--- src/verilog/bp_pkg.sv ---
package bp_pkg;

    // instruction address and history widths
    localparam int addr_w      = 32;
    localparam int ghr_w       = 8;
    localparam int btb_idx_w   = 4;    // 16 target buffer entries
    localparam int pht_idx_lsb = 2;    // word aligned fetch
    localparam int tag_w       = addr_w - btb_idx_w - 2;

    localparam logic [1:0] ctr_reset = 2'b01;  // weakly not-taken

    typedef logic [addr_w-1:0]    addr_t;
    typedef logic [ghr_w-1:0]     ghr_t;
    typedef logic [btb_idx_w-1:0] btb_idx_t;
    typedef logic [tag_w-1:0]     tag_t;
    typedef logic [1:0]           ctr_t;

    // read side, formed at fetch
    typedef struct packed {
        addr_t    pc;
        ghr_t     gshare_idx;
        btb_idx_t btb_idx;
    } lookup_t;

    typedef struct packed {
        logic  valid;
        tag_t  tag;
        addr_t target;
    } btb_entry_t;

    // resolved branch coming back for training
    typedef struct packed {
        addr_t pc;
        logic  taken;
        addr_t target;
        ghr_t  gshare_idx;   // index used when it was predicted
    } upd_t;

    typedef struct packed {
        logic  taken;
        addr_t target;
        ghr_t  gshare_idx;
    } pred_t;

endpackage

--- src/verilog/branch_predictor.sv ---
`timescale 1ns/1ps

module branch_predictor (
    input  logic            aclk,
    input  logic            aresetn,

    // fetch side
    input  logic            fetch_valid,
    input  bp_pkg::addr_t   fetch_pc,

    // resolved branch
    input  logic            upd_valid,
    input  bp_pkg::upd_t    upd,

    // prediction, one cycle after fetch
    output logic            pred_valid,
    output bp_pkg::pred_t   pred
);

    bp_pkg::lookup_t     lookup;
    bp_pkg::ctr_t        rd_ctr;
    bp_pkg::btb_entry_t  rd_entry;

    fetch_index u_fetch_index (
        .aclk       (aclk),
        .aresetn    (aresetn),
        .fetch_pc   (fetch_pc),
        .upd_valid  (upd_valid),
        .upd        (upd),
        .lookup     (lookup)
    );

    pattern_table u_pattern_table (
        .aclk       (aclk),
        .aresetn    (aresetn),
        .rd_idx     (lookup.gshare_idx),
        .rd_ctr     (rd_ctr),
        .upd_valid  (upd_valid),
        .upd        (upd)
    );

    target_buffer u_target_buffer (
        .aclk       (aclk),
        .aresetn    (aresetn),
        .rd_idx     (lookup.btb_idx),
        .rd_entry   (rd_entry),
        .upd_valid  (upd_valid),
        .upd        (upd)
    );

    pred_select u_pred_select (
        .aclk        (aclk),
        .aresetn     (aresetn),
        .fetch_valid (fetch_valid),
        .lookup      (lookup),
        .rd_ctr      (rd_ctr),
        .rd_entry    (rd_entry),
        .pred_valid  (pred_valid),
        .pred        (pred)
    );

endmodule

--- src/verilog/fetch_index.sv ---
`timescale 1ns/1ps

module fetch_index (
    input  logic              aclk,
    input  logic              aresetn,

    input  bp_pkg::addr_t     fetch_pc,

    input  logic              upd_valid,
    input  bp_pkg::upd_t      upd,

    output bp_pkg::lookup_t   lookup
);

    bp_pkg::ghr_t     ghr;
    bp_pkg::ghr_t     pc_hash_bits;
    bp_pkg::btb_idx_t pc_btb_bits;

    // global history, newest outcome in the lsb
    always_ff @(posedge aclk) begin
        if (!aresetn) begin
            ghr <= '0;
        end else if (upd_valid) begin
            ghr <= {ghr[bp_pkg::ghr_w-2:0], upd.taken};
        end
    end

    assign pc_hash_bits = fetch_pc[bp_pkg::pht_idx_lsb +: bp_pkg::ghr_w];      // pc[9:2]
    assign pc_btb_bits  = fetch_pc[bp_pkg::pht_idx_lsb +: bp_pkg::btb_idx_w];  // pc[5:2]

    // gshare hash of address and history
    always_comb begin
        lookup.pc         = fetch_pc;
        lookup.gshare_idx = pc_hash_bits ^ ghr;
        lookup.btb_idx    = pc_btb_bits;
    end

endmodule

--- src/verilog/pattern_table.sv ---
`timescale 1ns/1ps

module pattern_table (
    input  logic            aclk,
    input  logic            aresetn,

    // lookup side
    input  bp_pkg::ghr_t    rd_idx,
    output bp_pkg::ctr_t    rd_ctr,

    // training side
    input  logic            upd_valid,
    input  bp_pkg::upd_t    upd
);

    bp_pkg::ctr_t pht [2**bp_pkg::ghr_w];

    bp_pkg::ctr_t cur_ctr;
    bp_pkg::ctr_t nxt_ctr;

    assign rd_ctr  = pht[rd_idx];
    assign cur_ctr = pht[upd.gshare_idx];

    // 2-bit saturating count
    always_comb begin
        nxt_ctr = cur_ctr;
        if (upd.taken) begin
            if (cur_ctr != 2'b11) begin
                nxt_ctr = cur_ctr + 2'b01;
            end
        end else begin
            if (cur_ctr != 2'b00) begin
                nxt_ctr = cur_ctr - 2'b01;
            end
        end
    end

    always_ff @(posedge aclk) begin
        if (!aresetn) begin
            for (int i = 0; i < 2**bp_pkg::ghr_w; i++) begin
                pht[i] <= bp_pkg::ctr_reset;
            end
        end else if (upd_valid) begin
            pht[upd.gshare_idx] <= nxt_ctr;   // same edge as the history shift
        end
    end

endmodule

--- src/verilog/pred_select.sv ---
`timescale 1ns/1ps

module pred_select (
    input  logic                aclk,
    input  logic                aresetn,

    input  logic                fetch_valid,
    input  bp_pkg::lookup_t     lookup,
    input  bp_pkg::ctr_t        rd_ctr,
    input  bp_pkg::btb_entry_t  rd_entry,

    output logic                pred_valid,
    output bp_pkg::pred_t       pred
);

    bp_pkg::tag_t   lookup_tag;
    logic           btb_hit;
    logic           take;
    bp_pkg::addr_t  pc_8;

    assign lookup_tag = lookup.pc[bp_pkg::pht_idx_lsb + bp_pkg::btb_idx_w +: bp_pkg::tag_w];
    assign btb_hit    = rd_entry.valid && (rd_entry.tag == lookup_tag);
    assign take       = btb_hit && rd_ctr[1];   // counter msb gives direction
    assign pc_8       = lookup.pc + bp_pkg::addr_t'(8);

    always_ff @(posedge aclk) begin
        if (!aresetn) begin
            pred_valid <= 1'b0;
        end else begin
            pred_valid <= fetch_valid;
        end
    end

    // payload follows the strobe
    always_ff @(posedge aclk) begin
        if (fetch_valid) begin
            pred.taken      <= take;
            pred.target     <= take ? rd_entry.target : pc_8;
            pred.gshare_idx <= lookup.gshare_idx;
        end
    end

endmodule

--- src/verilog/target_buffer.sv ---
`timescale 1ns/1ps

module target_buffer (
    input  logic                aclk,
    input  logic                aresetn,

    // lookup side
    input  bp_pkg::btb_idx_t    rd_idx,
    output bp_pkg::btb_entry_t  rd_entry,

    // training side
    input  logic                upd_valid,
    input  bp_pkg::upd_t        upd
);

    localparam int depth = 2**bp_pkg::btb_idx_w;

    logic           valid_q  [depth];
    bp_pkg::tag_t   tag_q    [depth];
    bp_pkg::addr_t  target_q [depth];

    bp_pkg::btb_idx_t wr_idx;
    bp_pkg::tag_t     wr_tag;
    logic             wr_en;

    // direct mapped, index pc[5:2], tag pc[31:6]
    assign wr_idx = upd.pc[bp_pkg::pht_idx_lsb +: bp_pkg::btb_idx_w];
    assign wr_tag = upd.pc[bp_pkg::pht_idx_lsb + bp_pkg::btb_idx_w +: bp_pkg::tag_w];

    // only taken branches allocate
    assign wr_en  = upd_valid && upd.taken;

    always_ff @(posedge aclk) begin
        if (!aresetn) begin
            for (int i = 0; i < depth; i++) begin
                valid_q[i] <= 1'b0;
            end
        end else if (wr_en) begin
            valid_q[wr_idx] <= 1'b1;
        end
    end

    always_ff @(posedge aclk) begin
        if (wr_en) begin
            tag_q[wr_idx]    <= wr_tag;
            target_q[wr_idx] <= upd.target;
        end
    end

    always_comb begin
        rd_entry.valid  = valid_q[rd_idx];
        rd_entry.tag    = tag_q[rd_idx];
        rd_entry.target = target_q[rd_idx];
    end

endmodule
--- config.mk ---
export PLATFORM = sky130hd
export DESIGN_NAME = branch_predictor
export DESIGN_NICKNAME = d
export VERILOG_FILES = /design/src/verilog/bp_pkg.sv /design/src/verilog/branch_predictor.sv /design/src/verilog/fetch_index.sv /design/src/verilog/pattern_table.sv /design/src/verilog/pred_select.sv /design/src/verilog/target_buffer.sv
export SDC_FILE = /design/constraint.sdc
export NUM_CORES = 2
export LEC_CHECK = 0
export BUFFER_PORTS_ARGS = -buffer_cell sky130_fd_sc_hd__buf_2
export CAP_MARGIN = 10
export CORE_ASPECT_RATIO = 1.1
export CORE_MARGIN = 1
export CORE_UTILIZATION = 36
export DETAILED_ROUTE_END_ITERATION = 8
export HOLD_SLACK_MARGIN = 0.02
export PLACE_DENSITY = 0.56
export SLEW_MARGIN = 20
export SYNTH_ARGS = -nofsm -noshare
export SYNTH_HDL_FRONTEND = slang
export SYNTH_SLANG_ARGS = --single-unit
--- constraint.sdc ---
create_clock -name aclk -period 6.66 [get_ports aclk]
set_input_delay 1.665 -clock aclk [delete_from_list [all_inputs] [get_ports aclk]]
set_output_delay 1.665 -clock aclk [all_outputs]
set_load 0.05 [all_outputs]
**Yosys cells after proc, flatten, opt, wreduce, memory -nomap -nowiden**

Memories as Yosys holds them, arrays and structs flattened.
Index checks and enable logic that the tools add are counted.
Widths: inputs -> output; s select.

- Register bits after elaboration: 50
- Latch bits: 0
- Memory bits (writable): 1456
- Bits in read-only memories: 0
- Input port bits: 109
- Memories kept: 4

Memories:

| memory | words | bits a word | read ports | clocked after memory_dff | write ports | line | RTL |
|---|---|---|---|---|---|---|---|
| u_pattern_table.pht | 256 | 2 | 2 | 0 | 256 | pattern_table.sv:16 | `bp_pkg::ctr_t pht [2**bp_pkg::ghr_w];` |
| u_target_buffer.target_q | 16 | 32 | 1 | 0 | 1 | target_buffer.sv:20 | `bp_pkg::addr_t target_q [depth];` |
| u_target_buffer.tag_q | 16 | 26 | 1 | 0 | 1 | target_buffer.sv:19 | `bp_pkg::tag_t tag_q [depth];` |
| u_target_buffer.valid_q | 16 | 1 | 1 | 0 | 16 | target_buffer.sv:18 | `logic valid_q [depth];` |

- $add $sub $neg: 3
- Multipliers: 0
- Divide/modulo/power cells: 0
- Order comparisons: 0
- Equal/unequal tests: 2
- Shifts and indexed selects: 0
- Multiplexer cells: 18
- Bitwise gates (word level): 1
- Reduce and logical (&&, ||, !) cells: 6

Operators with widths:

| kind | count |
|---|---|
| $add 32x4->32 const B | 1 |
| $mux 32 | 1 |
| $eq 26x26->1 | 1 |
| $mux 1 | 11 |
| $mux 2 | 4 |
| $mux 8 | 1 |
| $xor 8x8->8 | 1 |
| $mux 4 | 1 |
| $logic_and 1x1->1 | 3 |
| $add 2x1->2 const B | 1 |
| $ne 2x2->1 const B | 1 |
| $reduce_bool 2->1 | 1 |
| $reduce_or 2->1 | 1 |
| $sub 2x1->2 const B | 1 |
| $reduce_or 1->1 | 1 |

**Depth between registers and ports, before layout**

- Depth after elaboration: 6
- Gate-level depth with buffers: 17
- Mapped depth without buffers: 10

**Modules after synthesis**

From an unflattened synthesis, not the netlist that was laid out.

- Cells, all modules: 4244
- Area total of the unflattened synthesis: 68610.8 µm²

By module, submodules not included:

| module | instances | cells an instance | area an instance (µm²) | seq. area each (µm²) |
|---|---|---|---|---|
| target_buffer | 1 | 1481 | 35248.8 | 28187.0 |
| pattern_table | 1 | 2485 | 30153.9 | 15374.7 |
| pred_select | 1 | 209 | 2566.2 | 1251.2 |
| fetch_index | 1 | 69 | 641.9 | 160.2 |

**Worst setup path after synthesis**

OpenSTA, ideal clock, no wires.

- Path kind: input port to flip-flop
- Start point: input upd_valid
- End point: memory u_target_buffer.tag_q[3][0] (netlist name) (enable)
- Setup time: 0.548 ns
- Arrival: 6.321 ns
- Required time: 6.112 ns
- Setup slack: -0.210 ns
- Stages on the path: 3
- Buffers on the path: 1
- Path through: buf_1 nand4_1 nor3_1

- Cells in the longest elaborated chain, start to end: 3

RTL lines:

| item | line | RTL |
|---|---|---|
| start: declaration | branch_predictor.sv:12 | `input logic upd_valid,` |
| $logic_and 1x1->1 | target_buffer.sv:31 | `assign wr_en = upd_valid && upd.taken;` |
| $mux 1 | target_buffer.sv:44 | `if (wr_en) begin` |
| $mux 1 (implied by the code) | target_buffer.sv:45 | `tag_q[wr_idx] <= wr_tag;` |
| end: declaration | target_buffer.sv:19 |  |

No other way between the ends.

==> impl_metrics.csv <==
group,metric,value,unit
clock_tree,cts_tree,"done",
layout,final_cell_mix,"edfxtp_1 (1,481), mux4_2 (427), nand3_1 (304), nor3_1 (245), o21ai_0 (242)",
placement,place_congestion,0.908,
clock_tree,h-tree-depth,4,
critical_path,worstSetupPathType,"input pin to register",
clock_tree,cts_sinks,1506,
sta,slew_headroom,0.290,
logic_synthesis,synthArstFlopShare,0,
logic_synthesis,yosysWarnings,0,
grt,grt_overflow,0,
grt,antenna_found_initial,32,
sta,setup-violations-final,0,
floorplanning,dieArea,0.185,mm²
drt,vias,39400,
critical_path,cpPeakStageDelay,0.58,ns
critical_path,path_max_fanout,54,
grt,grt_pass1_vias,39500,
sta,period_needed,5.38,ns
grt,grt_max_degree,112,
sta,rsz0062_at_grt,"no",
logic_synthesis,synth_top_area_share,0.673,
logic_synthesis,synth_area_per_cell,16.5,µm²
drt,top_layer_used,"met5",
critical_path,startpoint_type,"input pin",
placement,dpl_cell_area,0.0700,mm²
logic_synthesis,synth.area.top_cells,"edfxtp_1 (67%), mux4_2 (15%), nand3_1 (2.3%)",
clock_tree,clk_latency,0.82,ns
critical_path,arrival,5.86,ns
floorplanning,die_height,451,µm
drt,m1WireLength,77400,µm
drt,wirelength,202000,µm
hold_path,hold_class,"register to register",
layout,fin_nets,4217,
floorplanning,design.core.area,0.182,mm²
critical_path,endpoint_kind,"register",
sta,skew,0.0589,ns
drt,wl_met3,17900,µm
placement,port_buffers,148,
placement,post-place-cells,6357,
floorplanning,initial_core_util,0.363,
sta,final.setup.tns,0,ns
critical_path,r2r_end,"u_pred_select.pred[19]",
drt,wl_per_cell,30.3,µm
floorplanning,io_pins,151,
sta,fmax,186,MHz
sta,worst_slew_pin_slew,1.06,ns
hold_path,min_to,"u_target_buffer.valid_q[13]",
pwr,vdd_ir_drop_max,0.240,mV
layout,area_growth,13.9,%
sta,finalCritPeriodShare,0.807,
pwr,p_leak,22.9,nW
logic_synthesis,syn-instance-count,3993,
logic_synthesis,synth_area,0.0660,mm²
layout,drive_gt1_frac,0.249,
floorplanning,die_w,410,µm
status,outcome,"complete, but fails checks",
floorplanning,rows,164,
drt,firstDrtPassIters,9,
critical_path,reg2reg_from,"u_fetch_index.ghr[0]",
drt,drt-vias-per-instance,5.92,
layout,fin_util,0.414,
sta,hold_viol,0,
logic_synthesis,synth-seq-cells,1506,
critical_path,r2r_cells,11,
layout,nFillCells,16400,
grt,grt_util_all_layers,0.216,
clock_tree,clockRootBuffer,"clkbuf_16",
critical_path,required,7.15,ns
critical_path,ff2ff_setup_slack,2.31,ns
logic_synthesis,ys_seq_area_frac,0.681,
clock_tree,cts_setup_buffers,0,
layout,mostFrequentLayoutCell,"edfxtp_1",
layout,layout.cells.non_filler,6649,
drt,drtIter0Drc,4427,
drt,antenna_left,0,
sta,fin_ws,1.28,ns
layout,fin_area,0.0752,mm²
hold_path,hp-start,"u_target_buffer.valid_q[13]",
clock_tree,clock_path_buffers,3,
logic_synthesis,yosys.area.top_type,"edfxtp_1",
clock_tree,cts_buffers,155,
placement,dpl.hpwl,121000,µm
grt,grt_first_pass_wirelength,288000,µm
flow_run,max_cap_violations,0,
clock_tree,post_cts_resized,0,
logic_synthesis,syn-num-nets,4103,
hold_path,hold_depth,1,
drt,dr_wl_met2,98000,µm
logic_synthesis,yosysUniqueCellTypes,64,
critical_path,cp_slowest_cell,"mux4_2",
critical_path,crit_chain,"clkbuf_8, buf_4, mux4_2, mux4_2, nand2_1, o21ai_0, nand2_1, nand4_1, nor4_2, maj3_4, buf_12, nand3_1",
logic_synthesis,yosys_most_used_dff,"edfxtp_1",
placement,place_ws,0.537,ns
pwr,power_density,282,mW/mm²
sta,maxSlewViolCount,0,
status,violations,"DRC",
logic_synthesis,synth_edf_count,1481,
clock_tree,clk_pin_slew,0.06,ns
drt,post-route-drc-count,3,
clock_tree,ctsHoldBuffers,0,
## worst max-delay path by stage
stage / startpoint / to / slack [ns] / cells after the start
2_1_floorplan: upd[44] / u_target_buffer.tag_q[0][0] / 0.01 / 2
3_3_place_gp: upd[0] / u_pattern_table.pht[212][0] / 0.59 / 12
3_5_place_dp: upd[0] / u_pattern_table.pht[212][0] / 0.54 / 12
4_1_cts: upd[0] / u_pattern_table.pht[212][0] / 1.36 / 12
5_1_grt: upd[0] / u_pattern_table.pht[100][0] / 1.12 / 12
6_report: upd[0] / u_pattern_table.pht[212][0] / 1.28 / 12
## stage by stage
step | hold WS, ns | total power (W)
floorplan | 0.435 | 0.0119
global placement | 0.443 | 0.0126
detailed placement | 0.452 | 0.0126
CTS | 0.467 | 0.0214
global route | 0.484 | 0.0218
finish | 0.463 | 0.0212
## critical path: cells and delay by family
kind            cells  cell delay [ns]
buf+inv             3             1.25
mux                 2             1.14
compound gates      1             0.07
simple gates        5             1.01
fa+ha+maj           1             0.56
## cells in the mapped netlist, types with 4 or more instances
cell,count
or4_1,10
nand4_1,25
nand3_1,304
mux2_2,37
buf_6,7
inv_1,26
mux2i_1,126
edfxtp_1,1481
o2111ai_1,7
buf_1,22
buf_2,72
a211oi_1,4
xor2_1,14
nor2_1,124
a21oi_1,36
buf_4,59
a221oi_1,6
nand2b_1,28
clkbuf_1,201
o31ai_1,5
nor3_1,263
o21a_1,17
dfxtp_1,25
nor2b_1,24
a22oi_1,20
nand2_1,204
and3_1,8
o21ai_0,242
a31oi_1,7
nor4_1,16
and2_1,9
a22o_1,8
mux4_2,427
o22ai_1,27
xnor2_1,44
o211ai_1,11
## layout make-up
class,count,area [µm²],area share
Multi-Input combinational cell,2096,19500,0.259
Tap cell,2407,3010,0.0400
Inverter,30,118,0.00156
Clock inverter,94,1080,0.0144
Antenna cell,5,12.5,0.000166
Timing Repair Buffer,318,2420,0.0322
Clock buffer,193,4120,0.0547
Sequential cell,1506,45000,0.598
## where the power goes
| group | switching, W | leakage, nW | internal [W] |
|---|---|---|---|
| clock | 0.00384 | 2.52 | 0.00503 |
| combinational | 0.00120 | 6.95 | 0.000566 |
| sequential | 0.0000624 | 13.4 | 0.0106 |
| total | 0.00510 | 22.9 | 0.0161 |
## registers in the layout, summed over array words and instances, names as in the netlist
signal                    count
u_target_buffer.valid_q      16
u_fetch_index.ghr             8
u_pattern_table.pht         512
u_target_buffer.target_q    512
u_target_buffer.tag_q       416
u_pred_select.pred_valid      1
u_pred_select.pred           41
## cells by family (layout without fill, tap and decap cells)
logic type | after synthesis | in the layout | synth area share
buffers and inverters | 391 | 635 | 0.0277
AOI/OAI and AO/OA | 414 | 414 | 0.0368
xor gates and xnor gates | 59 | 59 | 0.00794
muxes | 590 | 590 | 0.171
DFF | 1506 | 1506 | 0.681
other | 0 | 5 | 0
and+or+nand+nor | 1030 | 1030 | 0.0750
adders and majority gates | 3 | 3 | 0.000530
## layer usage
| metal | track usage | vias to the layer above |
|---|---|---|
| li1 | - | 16300 |
| met5 | 0 | - |
| met1 | 0.277 | 20700 |
| met2 | 0.354 | 1883 |
| met3 | 0.0513 | 455 |
| met4 | 0.0854 | 36 |
(Power assumes the default switching activity.)
